[src/seg_pkg.sv]
// shared register map, display modes and hex glyph decoder for the seven-segment controller
`default_nettype none

package seg_pkg;

    localparam int w_seg = 8; // segments a..g plus the point

    // APB byte addresses of the three registers
    typedef enum logic [7:0] {
        reg_number = 8'h00, // packed hex nibbles, digit 0 in the low nibble
        reg_dots   = 8'h04, // one point bit per digit
        reg_ctrl   = 8'h08  // display mode
    } seg_addr_t;

    // code 2'd3 is not named and blanks the display like mode_off
    typedef enum logic [1:0] {
        mode_off    = 2'd0,
        mode_on     = 2'd1,
        mode_on_low = 2'd2 // common-anode boards
    } seg_mode_t;

    // bit 7 is segment a, bit 1 is g, bit 0 (point) stays clear
    function automatic logic [w_seg - 1:0] hex_to_seg(input logic [3:0] nibble);
        case (nibble)
            4'h0:    return 8'b1111_1100;
            4'h1:    return 8'b0110_0000;
            4'h2:    return 8'b1101_1010;
            4'h3:    return 8'b1111_0010;
            4'h4:    return 8'b0110_0110;
            4'h5:    return 8'b1011_0110;
            4'h6:    return 8'b1011_1110;
            4'h7:    return 8'b1110_0000;
            4'h8:    return 8'b1111_1110;
            4'h9:    return 8'b1110_0110;
            4'ha:    return 8'b1110_1110;
            4'hb:    return 8'b0011_1110; // lower case b
            4'hc:    return 8'b1001_1100;
            4'hd:    return 8'b0111_1010; // lower case d
            4'he:    return 8'b1001_1110;
            default: return 8'b1000_1110; // F
        endcase
    endfunction

endpackage

`default_nettype wire

[src/seg_apb_regs.sv]
// APB slave with the number, dots and control registers feeding the digit scanner
`timescale 1ns/1ps
`default_nettype none

module seg_apb_regs #(
    parameter int w_digit = 4
) (
    input  logic                   clk,
    input  logic                   rst,

    input  logic [7:0]             paddr,
    input  logic                   psel,
    input  logic                   penable,
    input  logic                   pwrite,
    input  logic [31:0]            pwdata,
    output logic [31:0]            prdata,
    output logic                   pready,
    output logic                   pslverr,

    output logic [w_digit * 4 - 1:0] number,
    output logic [w_digit - 1:0]     dots,
    output seg_pkg::seg_mode_t       mode
);

    import seg_pkg::*;

    logic        access;   // second phase of a transfer
    logic        write_en;
    logic        addr_ok;
    logic [31:0] rdata;

    assign access   = psel & penable;
    assign write_en = access & pwrite;

    // address decode and read mux
    always_comb begin
        addr_ok = 1'b1;
        rdata   = '0;
        case (paddr)
            reg_number: rdata[w_digit * 4 - 1:0] = number;
            reg_dots:   rdata[w_digit - 1:0]     = dots;
            reg_ctrl:   rdata[1:0]               = mode;
            default:    addr_ok                  = 1'b0;
        endcase
    end

    assign prdata  = rdata;           // zero for unmapped addresses
    assign pready  = access;          // never any wait states
    assign pslverr = access & ~addr_ok;

    // register writes land at the edge closing the access phase
    always_ff @(posedge clk or posedge rst) begin
        if (rst) begin
            number <= '0;
            dots   <= '0;
            mode   <= mode_off;
        end else if (write_en) begin
            case (paddr)
                reg_number: number <= pwdata[w_digit * 4 - 1:0];
                reg_dots:   dots   <= pwdata[w_digit - 1:0];
                reg_ctrl:   mode   <= seg_mode_t'(pwdata[1:0]);
                default: ; // unmapped, dropped silently apart from pslverr
            endcase
        end
    end

endmodule

`default_nettype wire

[src/seg_refresh_timer.sv]
// free-running dividers that pace the display latch update and the digit scan
`timescale 1ns/1ps
`default_nettype none

module seg_refresh_timer #(
    parameter int update_cycles = 12_500_000,
    parameter int scan_cycles   = 50_000
) (
    input  logic clk,
    input  logic rst,
    output logic update_tick,
    output logic scan_tick
);

    // counter widths, at least one bit even for a period of one
    localparam int w_update = (update_cycles > 1) ? $clog2(update_cycles) : 1;
    localparam int w_scan   = (scan_cycles > 1) ? $clog2(scan_cycles) : 1;

    localparam logic [w_update - 1:0] update_last = w_update'(update_cycles - 1);
    localparam logic [w_scan - 1:0]   scan_last   = w_scan'(scan_cycles - 1);

    logic [w_update - 1:0] update_cnt;
    logic [w_scan - 1:0]   scan_cnt;

    // tick sits on the terminal count, one cycle wide
    assign update_tick = (update_cnt == update_last);
    assign scan_tick   = (scan_cnt == scan_last);

    always_ff @(posedge clk or posedge rst) begin
        if (rst)
            update_cnt <= '0;
        else if (update_tick)
            update_cnt <= '0;
        else
            update_cnt <= update_cnt + 1'b1;
    end

    // scan period is independent of the update divider
    always_ff @(posedge clk or posedge rst) begin
        if (rst)
            scan_cnt <= '0;
        else if (scan_tick)
            scan_cnt <= '0;
        else
            scan_cnt <= scan_cnt + 1'b1;
    end

endmodule

`default_nettype wire

[src/seg_digit_scan.sv]
// display latch and digit multiplexer driving registered segment and digit-enable pins
`timescale 1ns/1ps
`default_nettype none

module seg_digit_scan #(
    parameter int w_digit = 4
) (
    input  logic                       clk,
    input  logic                       rst,

    input  logic [w_digit * 4 - 1:0]   number,
    input  logic [w_digit - 1:0]       dots,
    input  seg_pkg::seg_mode_t         mode,
    input  logic                       update_tick,
    input  logic                       scan_tick,

    output logic [seg_pkg::w_seg - 1:0] abcdefgh,
    output logic [w_digit - 1:0]        digit
);

    import seg_pkg::*;

    localparam int w_index = (w_digit > 1) ? $clog2(w_digit) : 1;
    localparam logic [w_index - 1:0] index_last = w_index'(w_digit - 1);

    logic [w_digit * 4 - 1:0] number_latch; // what the pins show
    logic [w_digit - 1:0]     dots_latch;
    logic [w_index - 1:0]     index;        // active digit

    logic [3:0]           nibble;
    logic [w_seg - 1:0]   seg_word;
    logic [w_digit - 1:0] digit_word;
    logic [w_seg - 1:0]   seg_next;
    logic [w_digit - 1:0] digit_next;

    // latch refreshes only on the slow tick so a host write never tears the display
    always_ff @(posedge clk or posedge rst) begin
        if (rst) begin
            number_latch <= '0;
            dots_latch   <= '0;
        end else if (update_tick) begin
            number_latch <= number;
            dots_latch   <= dots;
        end
    end

    always_ff @(posedge clk or posedge rst) begin
        if (rst)
            index <= '0;
        else if (scan_tick)
            index <= (index == index_last) ? '0 : index + 1'b1;
    end

    // decode of the active digit
    always_comb begin
        nibble      = number_latch[index * 4 +: 4];
        seg_word    = hex_to_seg(nibble);
        seg_word[0] = dots_latch[index]; // point segment
        digit_word  = w_digit'(1) << index;
    end

    // polarity and blanking
    always_comb begin
        case (mode)
            mode_on: begin
                seg_next   = seg_word;
                digit_next = digit_word;
            end
            mode_on_low: begin
                seg_next   = ~seg_word;
                digit_next = ~digit_word;
            end
            default: begin // mode_off and the spare code
                seg_next   = '0;
                digit_next = '0;
            end
        endcase
    end

    // pins lag the scanner state by one cycle
    always_ff @(posedge clk or posedge rst) begin
        if (rst) begin
            abcdefgh <= '0;
            digit    <= '0;
        end else begin
            abcdefgh <= seg_next;
            digit    <= digit_next;
        end
    end

endmodule

`default_nettype wire

[src/seg_display_top.sv]
// top of the APB seven-segment controller, sets timing parameters for the submodules
`timescale 1ns/1ps
`default_nettype none

module seg_display_top #(
    parameter int w_digit       = 4,
    parameter int update_cycles = 12_500_000, // latch refresh period in clocks
    parameter int scan_cycles   = 50_000      // clocks spent on each digit
) (
    input  logic                        clk,
    input  logic                        rst,

    input  logic [7:0]                  paddr,
    input  logic                        psel,
    input  logic                        penable,
    input  logic                        pwrite,
    input  logic [31:0]                 pwdata,
    output logic [31:0]                 prdata,
    output logic                        pready,
    output logic                        pslverr,

    output logic [seg_pkg::w_seg - 1:0] abcdefgh,
    output logic [w_digit - 1:0]        digit
);

    import seg_pkg::*;

    logic [w_digit * 4 - 1:0] number;
    logic [w_digit - 1:0]     dots;
    seg_mode_t                mode;
    logic                     update_tick;
    logic                     scan_tick;

    seg_apb_regs #(
        .w_digit (w_digit)
    ) seg_apb_regs_inst (
        .clk     (clk),
        .rst     (rst),
        .paddr   (paddr),
        .psel    (psel),
        .penable (penable),
        .pwrite  (pwrite),
        .pwdata  (pwdata),
        .prdata  (prdata),
        .pready  (pready),
        .pslverr (pslverr),
        .number  (number),
        .dots    (dots),
        .mode    (mode)
    );

    seg_refresh_timer #(
        .update_cycles (update_cycles),
        .scan_cycles   (scan_cycles)
    ) seg_refresh_timer_inst (
        .clk         (clk),
        .rst         (rst),
        .update_tick (update_tick),
        .scan_tick   (scan_tick)
    );

    seg_digit_scan #(
        .w_digit (w_digit)
    ) seg_digit_scan_inst (
        .clk         (clk),
        .rst         (rst),
        .number      (number),
        .dots        (dots),
        .mode        (mode),
        .update_tick (update_tick),
        .scan_tick   (scan_tick),
        .abcdefgh    (abcdefgh),
        .digit       (digit)
    );

endmodule

`default_nettype wire

[config.mk]
export PLATFORM = sky130hd
export DESIGN_NAME = seg_display_top
export DESIGN_NICKNAME = d
export VERILOG_FILES = /design/src/seg_pkg.sv /design/src/seg_apb_regs.sv /design/src/seg_refresh_timer.sv /design/src/seg_digit_scan.sv /design/src/seg_display_top.sv
export SDC_FILE = /design/constraint.sdc
export NUM_CORES = 1
export LEC_CHECK = 0
export BUFFER_PORTS_ARGS = -buffer_cell sky130_fd_sc_hd__buf_4
export CORE_UTILIZATION = 55
export CTS_CLUSTER_DIAMETER = 30
export DETAILED_ROUTE_END_ITERATION = 12
export PLACE_DENSITY = 0.79
export SKIP_LAST_GASP = 1
export SLEW_MARGIN = 25
export SYNTH_ARGS = -nofsm -noshare
export SYNTH_HDL_FRONTEND = slang
export SYNTH_SLANG_ARGS = --single-unit
[constraint.sdc]
create_clock -name clk -period 5.85 [get_ports clk]
set_input_delay 0 -clock clk [delete_from_list [all_inputs] [get_ports clk]]
set_output_delay 0 -clock clk [all_outputs]
set_load 0.005 [all_outputs]
# Word-level counts from Yosys, hierarchy flattened
# Memories as Yosys holds them, arrays and structs flattened.
# Cells that the tools add are included.
# classes
mul	0
add_sub_neg	3
n_eq_ne	7
n_lt_le_gt_ge	1
muxes	11
n_reduce_logical	5
shifts	2
bitwise_logic	6
div_mod_pow	0
# ops
op	count
adder 24 x 1 -> 24 bit, second input constant	1
== test 24 bit, second input constant	1
two-way mux 24 bit	1
adder 16 x 1 -> 16 bit, second input constant	1
== test 16 bit, second input constant	1
two-way mux 16 bit	1
case mux 8 bit (2 select lines)	1
variable part select 16 x 5 -> 4 bit	1
two-way mux 12 bit	1
== test 8 x 3 -> 1 bit, second input constant	1
== test 8 x 4 -> 1 bit, second input constant	1
zero test 8 bit	1
NOT 8 bit	1
case mux 4 bit (2 select lines)	1
case mux 2 bit (3 select lines)	1
AND reduction 2 bit	3
== test 2 bit, second input constant	2
NOT 4 bit	1
case mux 2 bit (2 select lines)	1
<< shifter 1 x 2 -> 4 bit, first input constant	1
AND 1 bit	3
< comparator 2 x 3 -> 1 bit, second input constant	1
OR reduction 3 bit	1
adder 2 x 1 -> 2 bit, second input constant	1
5 further kinds	6
# word_totals
ramBits	0
register_bits	96
romBits	112
latch_bits	0
inputBits	45
n_memories	1
output_inout_bits	46
word_cells	46
# mem_list
name	depth	width	rd	rd_ports_with_merged_regs	wr	line	rtl
(no name shown)	16	7	1	0	0	seg_pkg.sv:24	case (nibble)

# Logic depth before layout (Yosys ltp)
# Gate-level depths: netlist (run 1).
# logic_depth
ltp_word	5
depth_mapped	8
depth_no_buf	7

# Cells and area by module
# From an unflattened synthesis (run 1), not the netlist that was laid out.
# hier_totals
cells_unflattened	436
hier_area_um2	4992.3
# by_module_without_submodules
mod	n_inst	cells_per_inst	seq_area_each_um2	area_per_inst_um2
seg_refresh_timer	1	185	1001.0	1901.8
seg_digit_scan	1	148	850.8	1825.5
seg_apb_regs	1	103	550.5	1265.0

# Least setup slack after synthesis (run 1)
# OpenSTA, ideal clock, no wires.
# synth_path
kind	register -> register
from	reg seg_digit_scan_inst.index[1]
to	reg seg_digit_scan_inst.abcdefgh[4] (netlist name)
path_stages_with_launch	8
required_time_ns	5.770
n_path_buf	1
arrival_time_ns	2.122
period_less_slack_ns	2.201
setup_slack_ns	3.649
path_cell_list	dfrtp_1 -> buf_6 -> mux4_1 -> inv_1 -> ha_1 -> mux2_2 -> a22oi_1 -> mux2i_1
# synth_via
elab_chain_len	4
# synth_lines
item	line	rtl
start, declared	seg_digit_scan.sv:28	logic [w_index - 1:0] index;
start signal, assigned	seg_digit_scan.sv:51	index <= (index == index_last) ? '0 : index + 1'b1;
variable part select 16 x 5 -> 4 bit (*)	seg_digit_scan.sv:56	nibble = number_latch[index * 4 +: 4];
memory (16 x 7 bit) (*)	-	
NOT 8 bit	seg_digit_scan.sv:70	seg_next = ~seg_word;
case mux 8 bit (2 select lines) (*)	seg_digit_scan.sv:64	case (mode)
net seg_digit_scan_inst.seg_next[4]	seg_digit_scan.sv:33	logic [w_seg - 1:0] seg_next;
end signal, assigned	seg_digit_scan.sv:86	abcdefgh <= seg_next;
end, declared	seg_digit_scan.sv:17	output logic [seg_pkg::w_seg - 1:0] abcdefgh,
# The timed path passes the listed nets; every way through them passes the cells marked *.
# A chain may end at the register's enable or synchronous reset.

# Final worst setup path (run 1)
# layout_path
from	reg seg_refresh_timer_inst.update_cnt[0]
to	reg seg_digit_scan_inst.number_latch[5]
# layout_via
elab_chain_len	1
# layout_lines
item	line	rtl
start, declared	seg_refresh_timer.sv:22	logic [w_update - 1:0] update_cnt;
start signal, assigned	seg_refresh_timer.sv:35	update_cnt <= update_cnt + 1'b1;
== test 24 bit	seg_refresh_timer.sv:26	assign update_tick = (update_cnt == update_last);
end signal, assigned	seg_digit_scan.sv:42	number_latch <= number;
end, declared	seg_digit_scan.sv:26	logic [w_digit * 4 - 1:0] number_latch;
# No other way between the ends.

==> results.sh, run 1 <==
export IMPL_cp_slowest_cell="nor3_4"
export IMPL_r2r_end="seg_digit_scan_inst.number_latch[5]$_DFFE_PP0N_"
export IMPL_place_hpwl_mm=6.01
export IMPL_antenna_found_initial=0
export IMPL_routed_wl_mm=8.75
export IMPL_globalRouteTotalUtil_pct=21.2
export IMPL_tightest_slew_ps=753
export IMPL_rsz0062_at_grt="no"
export IMPL_final_common_cell="dfrtp_1"
export IMPL_dieArea_um2=9180
export IMPL_grt_max_degree=84
export IMPL_clock_fmax_mhz=392
export IMPL_setup_viol_count_final=0
export IMPL_path_cells="ha_1, and4_1, nand2_1, nor3_4, buf_4, mux2_2"
export IMPL_p_seq_share_pct=60.3
export IMPL_grt_pass1_wl_mm=15.0
export IMPL_final_hold_violation_count=0
export IMPL_place_inst=558
export IMPL_cts_buffers=9
export IMPL_htreeDepth=3
export IMPL_seq_area_frac_synth_pct=49.6
export IMPL_r2r_start="seg_refresh_timer_inst.update_cnt[0]$_DFF_PP0_"
export IMPL_ir_drop_v=0.000118
export IMPL_synthCells=411
export IMPL_comb_power_share_pct=4.8
export IMPL_vias=3268
export IMPL_use_met2_pct=36.1
export IMPL_fin_setup_tns_ps=0
export IMPL_layout_nets=538
export IMPL_antennaDiodeCount=0
export IMPL_yosysTopAreaCell="dfrtp_1"
export IMPL_die_x_um=95.8
export IMPL_critPathKind="flip-flop to flip-flop"
export IMPL_slew_violations=0
export IMPL_drt_iter0_drc=191
export IMPL_totalPowerFinal_uw=1110
export IMPL_drc=0
export IMPL_crit_path_max_fanout=19
export IMPL_ys_warn_count=0
export IMPL_synth_seq_cells=96
export IMPL_cts_tree="yes"
export IMPL_synth_distinct_cells=48
export IMPL_p_sw_uw=253
export IMPL_hp_class="input pin to asynchronous set/reset pin"
export IMPL_status="completed"
export IMPL_clockPowerShare_pct=34.9
export IMPL_rr_worst_depth=6
export IMPL_numClockSinks=96
export IMPL_floorplan_core_area_um2=8380
export IMPL_dieHeight_um=95.8
export IMPL_clkTransAtPathRegs_ps=90
export IMPL_busiest_layer="met2"
export IMPL_ys_flop_type="dfrtp_1"
export IMPL_async_flop_share_pct=100
export IMPL_required_ps=6090
export IMPL_leakagePower_uw=0.00268
export IMPL_insertion_delay_ps=350
export IMPL_startpoint_type="flip-flop"
export IMPL_antenna_left=0
export IMPL_rows=33
export IMPL_clock_skew_ps=7.76
export IMPL_worst_hold_slack_ps=111
export IMPL_synthTopCellsByArea="dfrtp_1 50%, mux2_2 11%, mux2i_1 3.7%"
export IMPL_netlist_area_um2=4840
export IMPL_initial_utilization_pct=57.8
export IMPL_drt_pass1_iterations=4
export IMPL_viasPerCell=5.53
export IMPL_final_cell_count_no_fill=591
export IMPL_numPortBuffers=58
export IMPL_num_fill_cells=633
export IMPL_p_sw_share_pct=22.8
export IMPL_cts_root_buf="clkbuf_8"
export IMPL_drive_gt1_share_pct=27.8
export IMPL_drv_cap=0
export IMPL_synth_top_cell_area_share_pct=49.6
export IMPL_layout_common_cells="96 x dfrtp_1, 60 x buf_4, 46 x mux2_2, 22 x nor2_1"
export IMPL_grt_pass1_vias=3253
export IMPL_r2r_slack_ps=3300
export IMPL_cts_buffer_depth=2
export IMPL_wire_per_inst_um=14.8
export IMPL_cp_slowest_stage_delay_ps=660
export IMPL_power_density_nw_per_um2=198
export IMPL_post_route_min_period_ps=2550
export IMPL_gr_total_overflow=0
export IMPL_worstSetupEndpointType="flip-flop"
export IMPL_timing_final_crit_share_pct=43.6
export IMPL_met3_usage_pct=3.00
export IMPL_io_pins=91
export IMPL_gp_congestion=0.902
export IMPL_internal_power_uw=856
export IMPL_area_delta_synth_final_pct=15.8
export IMPL_worstPathArrival_ps=2790
export IMPL_synth_edff_count=0
export IMPL_use_met1_pct=27.7
export IMPL_slew_headroom_pct=49.6
export IMPL_synth_area_per_cell_um2=11.8
repair_timing:
item / CTS / global route
hold buffers: 17 / 0
buffers inserted: 0 / 0
resized for setup: 0 / 0
endpoints found under the hold margin: 35 / 0
how the worst max path moves through the flow:
stage                                                   startpoint                                         endpoint  slack, ps  cells past startpoint
detailed placement  seg_refresh_timer_inst.update_cnt[0]$_DFF_PP0_  seg_digit_scan_inst.number_latch[5]$_DFFE_PP0N_       3280                      6
finish              seg_refresh_timer_inst.update_cnt[0]$_DFF_PP0_  seg_digit_scan_inst.number_latch[5]$_DFFE_PP0N_       3300                      6
floorplan                                                      rst            seg_apb_regs_inst.dots[0]$_DFFE_PP0P_       3340                      1
CTS                 seg_refresh_timer_inst.update_cnt[0]$_DFF_PP0_  seg_digit_scan_inst.number_latch[5]$_DFFE_PP0N_       3260                      6
global placement    seg_refresh_timer_inst.update_cnt[0]$_DFF_PP0_  seg_digit_scan_inst.number_latch[5]$_DFFE_PP0N_       3360                      6
global route        seg_refresh_timer_inst.update_cnt[0]$_DFF_PP0_  seg_digit_scan_inst.number_latch[5]$_DFFE_PP0N_       3070                      6
stage by stage:
step	area, um^2	util [%]	setup WS [ps]
CTS	5590	66.7	3260
floorplan	4900	-	3340
global placement	5250	62.6	3360
detailed placement	5250	62.6	3280
global route	5610	66.9	3070
finish	5610	66.9	3300
Yosys cell counts, drive strengths merged (3+ instances only):
cell    instances
dfrtp          96
mux2           46
buf            25
nor2           22
nand2          19
mux2i          18
a21oi          16
and2           14
nand3          14
xor2           13
ha             11
inv            11
o21ai          11
xnor2          11
clkbuf          8
nand4           8
o31ai           7
or4             7
and4            6
or3             6
mux4            5
nor2b           5
nor3            5
and3            4
nor4            4
nand2b          3
or3b            3
power groups by stage:
stage | combinational, uW | sequential [uW] | clock (uW)
2_1_floorplan | 28.6 | 681 | 0
3_3_place_gp | 42.9 | 682 | 0
3_5_place_dp | 43.9 | 682 | 0
4_1_cts | 53.1 | 669 | 397
5_1_grt | 59.4 | 669 | 422
6_report | 52.7 | 669 | 387
flip-flops by register name, indices dropped and copies added (netlist names):
name	cells
seg_apb_regs_inst.dots	4
seg_digit_scan_inst.number_latch	16
seg_digit_scan_inst.digit	4
seg_digit_scan_inst.dots_latch	4
seg_refresh_timer_inst.scan_cnt	16
seg_digit_scan_inst.index	2
seg_apb_regs_inst.number	16
seg_digit_scan_inst.abcdefgh	8
seg_refresh_timer_inst.update_cnt	24
seg_apb_regs_inst.mode	2
per-layer routing:
metal  routed length (um)  part of all wire, %
met5                    0                    0
met4                  150                  1.7
met1                 4030                   46
met3                  255                  2.9
met2                 4320                   49
critical path: cells and delay by family, from the launching register on:
family	cells	cell delay (ps)
and+or+nand+nor	3	1090
DFF	1	380
buffers and inverters	1	380
muxes	1	370
adders and majority gates	1	220
cell type report:
type / instances / area, um^2 / area share (%)
inverter: 11 / 42.5 / 0.759
tap: 105 / 131 / 2.34
clock inverter: 5 / 33.8 / 0.603
timing repair buffer: 78 / 632 / 11.3
multi-input combinational: 286 / 2230 / 39.7
clock buffer: 10 / 138 / 2.45
sequential: 96 / 2400 / 42.8
kinds of logic after synthesis:
| family | count (synthesis) | share of synthesized area, % |
|---|---|---|
| compound gates | 38 | 4.73 |
| xor+xnor | 24 | 4.34 |
| fa+ha+maj | 11 | 2.84 |
| buf+inv | 44 | 5.66 |
| flops | 96 | 49.6 |
| mux | 69 | 17.0 |
| other cells | 1 | 0.0774 |
| simple gates | 128 | 15.8 |
(Power assumes the default switching activity.)
==> inputs of run 2 (changes only) <==
Settings changed: ABC_AREA set to 1, CORE_UTILIZATION 55 to 51, PLACE_DENSITY 0.79 to 0.76.
Clock period 5.85 ns to 2.1 ns, I/O delays scaled along.
==> run 2 against run 1 <==
  * Core utilization is 4.7 points lower
  * Synthesized cell count increased by 67%
  * Routed wire length up 27%
  * Global-route usage is 0.98 points higher
  * Combinational power increased to 2.8 times the previous value
  * Clock-buffer cell count grew 2
  * Worst hold slack got worse by 9.3 ps
  * Critical endpoint is now seg_digit_scan_inst.abcdefgh[1]$_DFF_PP0_
  * Largest cell class is now multi-input combinational cells
  * Highest routed layer unchanged
==> results.sh, run 2 <==
export IMPL_vias=4556
export IMPL_async_flop_share_pct=100
export IMPL_post_route_min_period_ps=1840
export IMPL_ys_flop_type="dfrtp_1"
export IMPL_antenna_left=0
export IMPL_critPathKind="flip-flop to flip-flop"
export IMPL_seq_area_frac_synth_pct=45.2
export IMPL_r2r_start="seg_digit_scan_inst.index[1]$_DFFE_PP0N_"
export IMPL_clock_skew_ps=12.7
export IMPL_tightest_slew_ps=518
export IMPL_final_common_cell="nand2_1"
export IMPL_grt_pass1_vias=4430
export IMPL_wire_per_inst_um=12.3
export IMPL_gp_congestion=0.913
export IMPL_drive_gt1_share_pct=16.2
export IMPL_clkTransAtPathRegs_ps=90
export IMPL_numClockSinks=96
export IMPL_io_pins=91
export IMPL_cp_slowest_stage_delay_ps=550
export IMPL_antenna_found_initial=0
export IMPL_gr_total_overflow=0
export IMPL_worst_slack_ps=260
export IMPL_worstSetupEndpointType="flip-flop"
export IMPL_area_delta_synth_final_pct=16.6
export IMPL_worstHoldStart="pwrite"
export IMPL_comb_power_share_pct=4.6
export IMPL_netlist_area_um2=5310
export IMPL_routed_wl_met2_mm=5.31
export IMPL_fin_setup_tns_ps=0
export IMPL_yosysMostFrequentCell="nand2_1"
export IMPL_insertion_delay_ps=370
export IMPL_largest_register="seg_refresh_timer_inst.update_cnt"
export IMPL_power_density_nw_per_um2=517
export IMPL_dr_wl_met3_um=396
export IMPL_hp_class="input pin to flip-flop"
export IMPL_antennaDiodeCount=0
export IMPL_grt_max_degree=97
export IMPL_dieHeight_um=104
export IMPL_yosysTopAreaCell="dfrtp_1"
export IMPL_rsz0062_at_grt="no"
export IMPL_cts_buffers=9
export IMPL_timing_final_crit_share_pct=87.6
export IMPL_cts_root_buf="clkbuf_8"
export IMPL_synthTopCellsByArea="dfrtp_1 45%, nand2_1 12%, nor2_1 8.3%"
export IMPL_dieArea_um2=10800
export IMPL_critPathTopFamily="simple AND/OR/NAND/NOR gates"
export IMPL_cp_slowest_cell="dfrtp_1"
export IMPL_setup_viol_count_final=0
export IMPL_synth_common_cells="165 x nand2_1, 118 x nor2_1, 96 x dfrtp_1"
export IMPL_dp_slack_ps=296
export IMPL_layout_nets=822
export IMPL_synth_area_per_cell_um2=7.72
export IMPL_p_sw_share_pct=22.4
export IMPL_synthCells=688
export IMPL_htreeDepth=3
export IMPL_viasPerCell=5.04
export IMPL_status="completed"
export IMPL_ys_warn_count=0
export IMPL_numPortBuffers=58
export IMPL_place_inst=871
export IMPL_drv_cap=0
export IMPL_top_layer_used="met4"
export IMPL_p_sw_uw=719
export IMPL_place_hpwl_mm=8.05
export IMPL_synth_top_cell_area_share_pct=45.2
export IMPL_largest_reg_flops=24
export IMPL_startpoint_type="flip-flop"
export IMPL_grt_pass1_wl_mm=19.6
export IMPL_routed_wl_mm=11.1
export IMPL_synth_distinct_cells=33
export IMPL_ir_drop_v=0.000271
export IMPL_worstPathArrival_ps=2080
export IMPL_path_cells="inv_2, nand2_1, nand2_1, ha_1, nand3b_1, nand3_1, nand2_1, nand2_1, nand2_1"
export IMPL_slew_headroom_pct=65.5
export IMPL_floorplan_core_area_um2=9950
export IMPL_die_x_um=104
export IMPL_cts_buffer_depth=2
export IMPL_globalRouteTotalUtil_pct=22.2
export IMPL_rows=36
export IMPL_cp_startpoint="seg_digit_scan_inst.index[1]$_DFFE_PP0N_"
export IMPL_layout_common_cells="165 x nand2_1, 118 x nor2_1, 96 x dfrtp_1, 78 x inv_1, 62 x buf_4"
export IMPL_path_common_cell="nand2_1"
export IMPL_clock_fmax_mhz=543
export IMPL_synth_edff_count=0
export IMPL_initial_utilization_pct=53.4
export IMPL_final_cell_count_no_fill=904
export IMPL_cts_tree="yes"
export IMPL_required_ps=2340
export IMPL_crit_path_max_fanout=12
export IMPL_leakagePower_uw=0.00317
export IMPL_drt_iter0_drc=183
export IMPL_p_seq_share_pct=58.1
export IMPL_internal_power_uw=2490
export IMPL_slew_violations=0
export IMPL_wl_met1_mm=5.19
export IMPL_drt_pass1_iterations=5
export IMPL_clockPowerShare_pct=37.3
export IMPL_drc=0
export IMPL_synth_seq_cells=96
export IMPL_final_hold_violation_count=0
export IMPL_path_buf_inv=1
==> run 2: cell count changes after synthesis, moves of 7 or more <==
cell / previous run / this run
nand2_1: 18 / 165
nor2_1: 22 / 118
inv_1: 11 / 79
mux2_2: 46 / 0
nand3_1: 14 / 49
mux2i_1: 18 / 0
o21ai_2: 0 / 18
and2_1: 14 / 0
nand2_2: 1 / 15
o21ai_0: 11 / 21
o31ai_1: 7 / 0
or4_1: 7 / 0
xnor2_1: 11 / 4
==> run 2: final cells by class <==
type	count	area [um^2]
Clock buffer	12	135
Clock inverter	4	53.8
Sequential cell	96	2400
Tap cell	133	166
Timing Repair Buffer	81	676
Multi-Input combinational cell	495	2450
Fill cell	853	3760
Inverter	83	315
==> run 2: routing by layer <==
metal / global-route usage, % / vias up
li1: - / 2283
met1: 28.9 / 2136
met2: 37.4 / 120
met3: 2.82 / 17
met4: 9.18 / 0
met5: 0 / -
==> run 2: path summary, 6_finish.rpt <==
check,endpoint,slack (ps),depth (start not counted)
min in group asynchronous,seg_refresh_timer_inst.update_cnt[21]$_DFF_PP0_,310,4
max in group asynchronous,seg_refresh_timer_inst.scan_cnt[14]$_DFF_PP0_,1370,4
setup reg to reg,seg_digit_scan_inst.abcdefgh[1]$_DFF_PP0_,260,9
hold reg to reg,seg_refresh_timer_inst.update_cnt[0]$_DFF_PP0_,460,1
hold / removal,seg_apb_regs_inst.mode[0]$_DFFE_PP0P_,100,5
setup / recovery,seg_digit_scan_inst.abcdefgh[1]$_DFF_PP0_,260,9
==> run 2: worst min-delay path, cell delays in order <==
cell and delay (ps):
buf_4 110, inv_1 50, nor2_1 60, nand2_1 120
o21ai_0 90
==> run 2: stage by stage <==
stage | cell area [um^2] | hold slack [ps] | total power [uW] | util (%)
floorplan | 5370 | 115 | 1970 | -
global placement | 5840 | 189 | 2020 | 58.6
detailed placement | 5840 | 194 | 2020 | 58.6
CTS | 6190 | 82.3 | 3240 | 62.2
global route | 6190 | 138 | 3330 | 62.2
finish | 6190 | 102 | 3200 | 62.2
==> run 2: power by group through the flow <==
| stage | Clock, uW | Combinational (uW) | Sequential (uW) |
|---|---|---|---|
| floorplan | 0 | 77.5 | 1900 |
| global placement | 0 | 123 | 1900 |
| detailed placement | 0 | 127 | 1900 |
| CTS | 1230 | 152 | 1860 |
| global route | 1300 | 168 | 1860 |
| finish | 1200 | 149 | 1860 |
==> run 2: cells by family (layout without fill, tap and decap cells) <==
group | after synthesis | in the layout | synth area share (%)
other cells | 1 | 16 | 0.0706
buf+inv | 112 | 180 | 9.80
compound gates | 64 | 64 | 7.63
xor+xnor | 21 | 21 | 3.46
flops | 96 | 96 | 45.2
fa+ha+maj | 11 | 11 | 2.59
simple gates | 383 | 383 | 31.2
==> run 2: repair_timing <==
item | CTS | global route
setup buffers | 0 | 0
hold endpoints to repair | 118 | 0
hold buffers | 17 | 0
resized for setup | 0 | 0
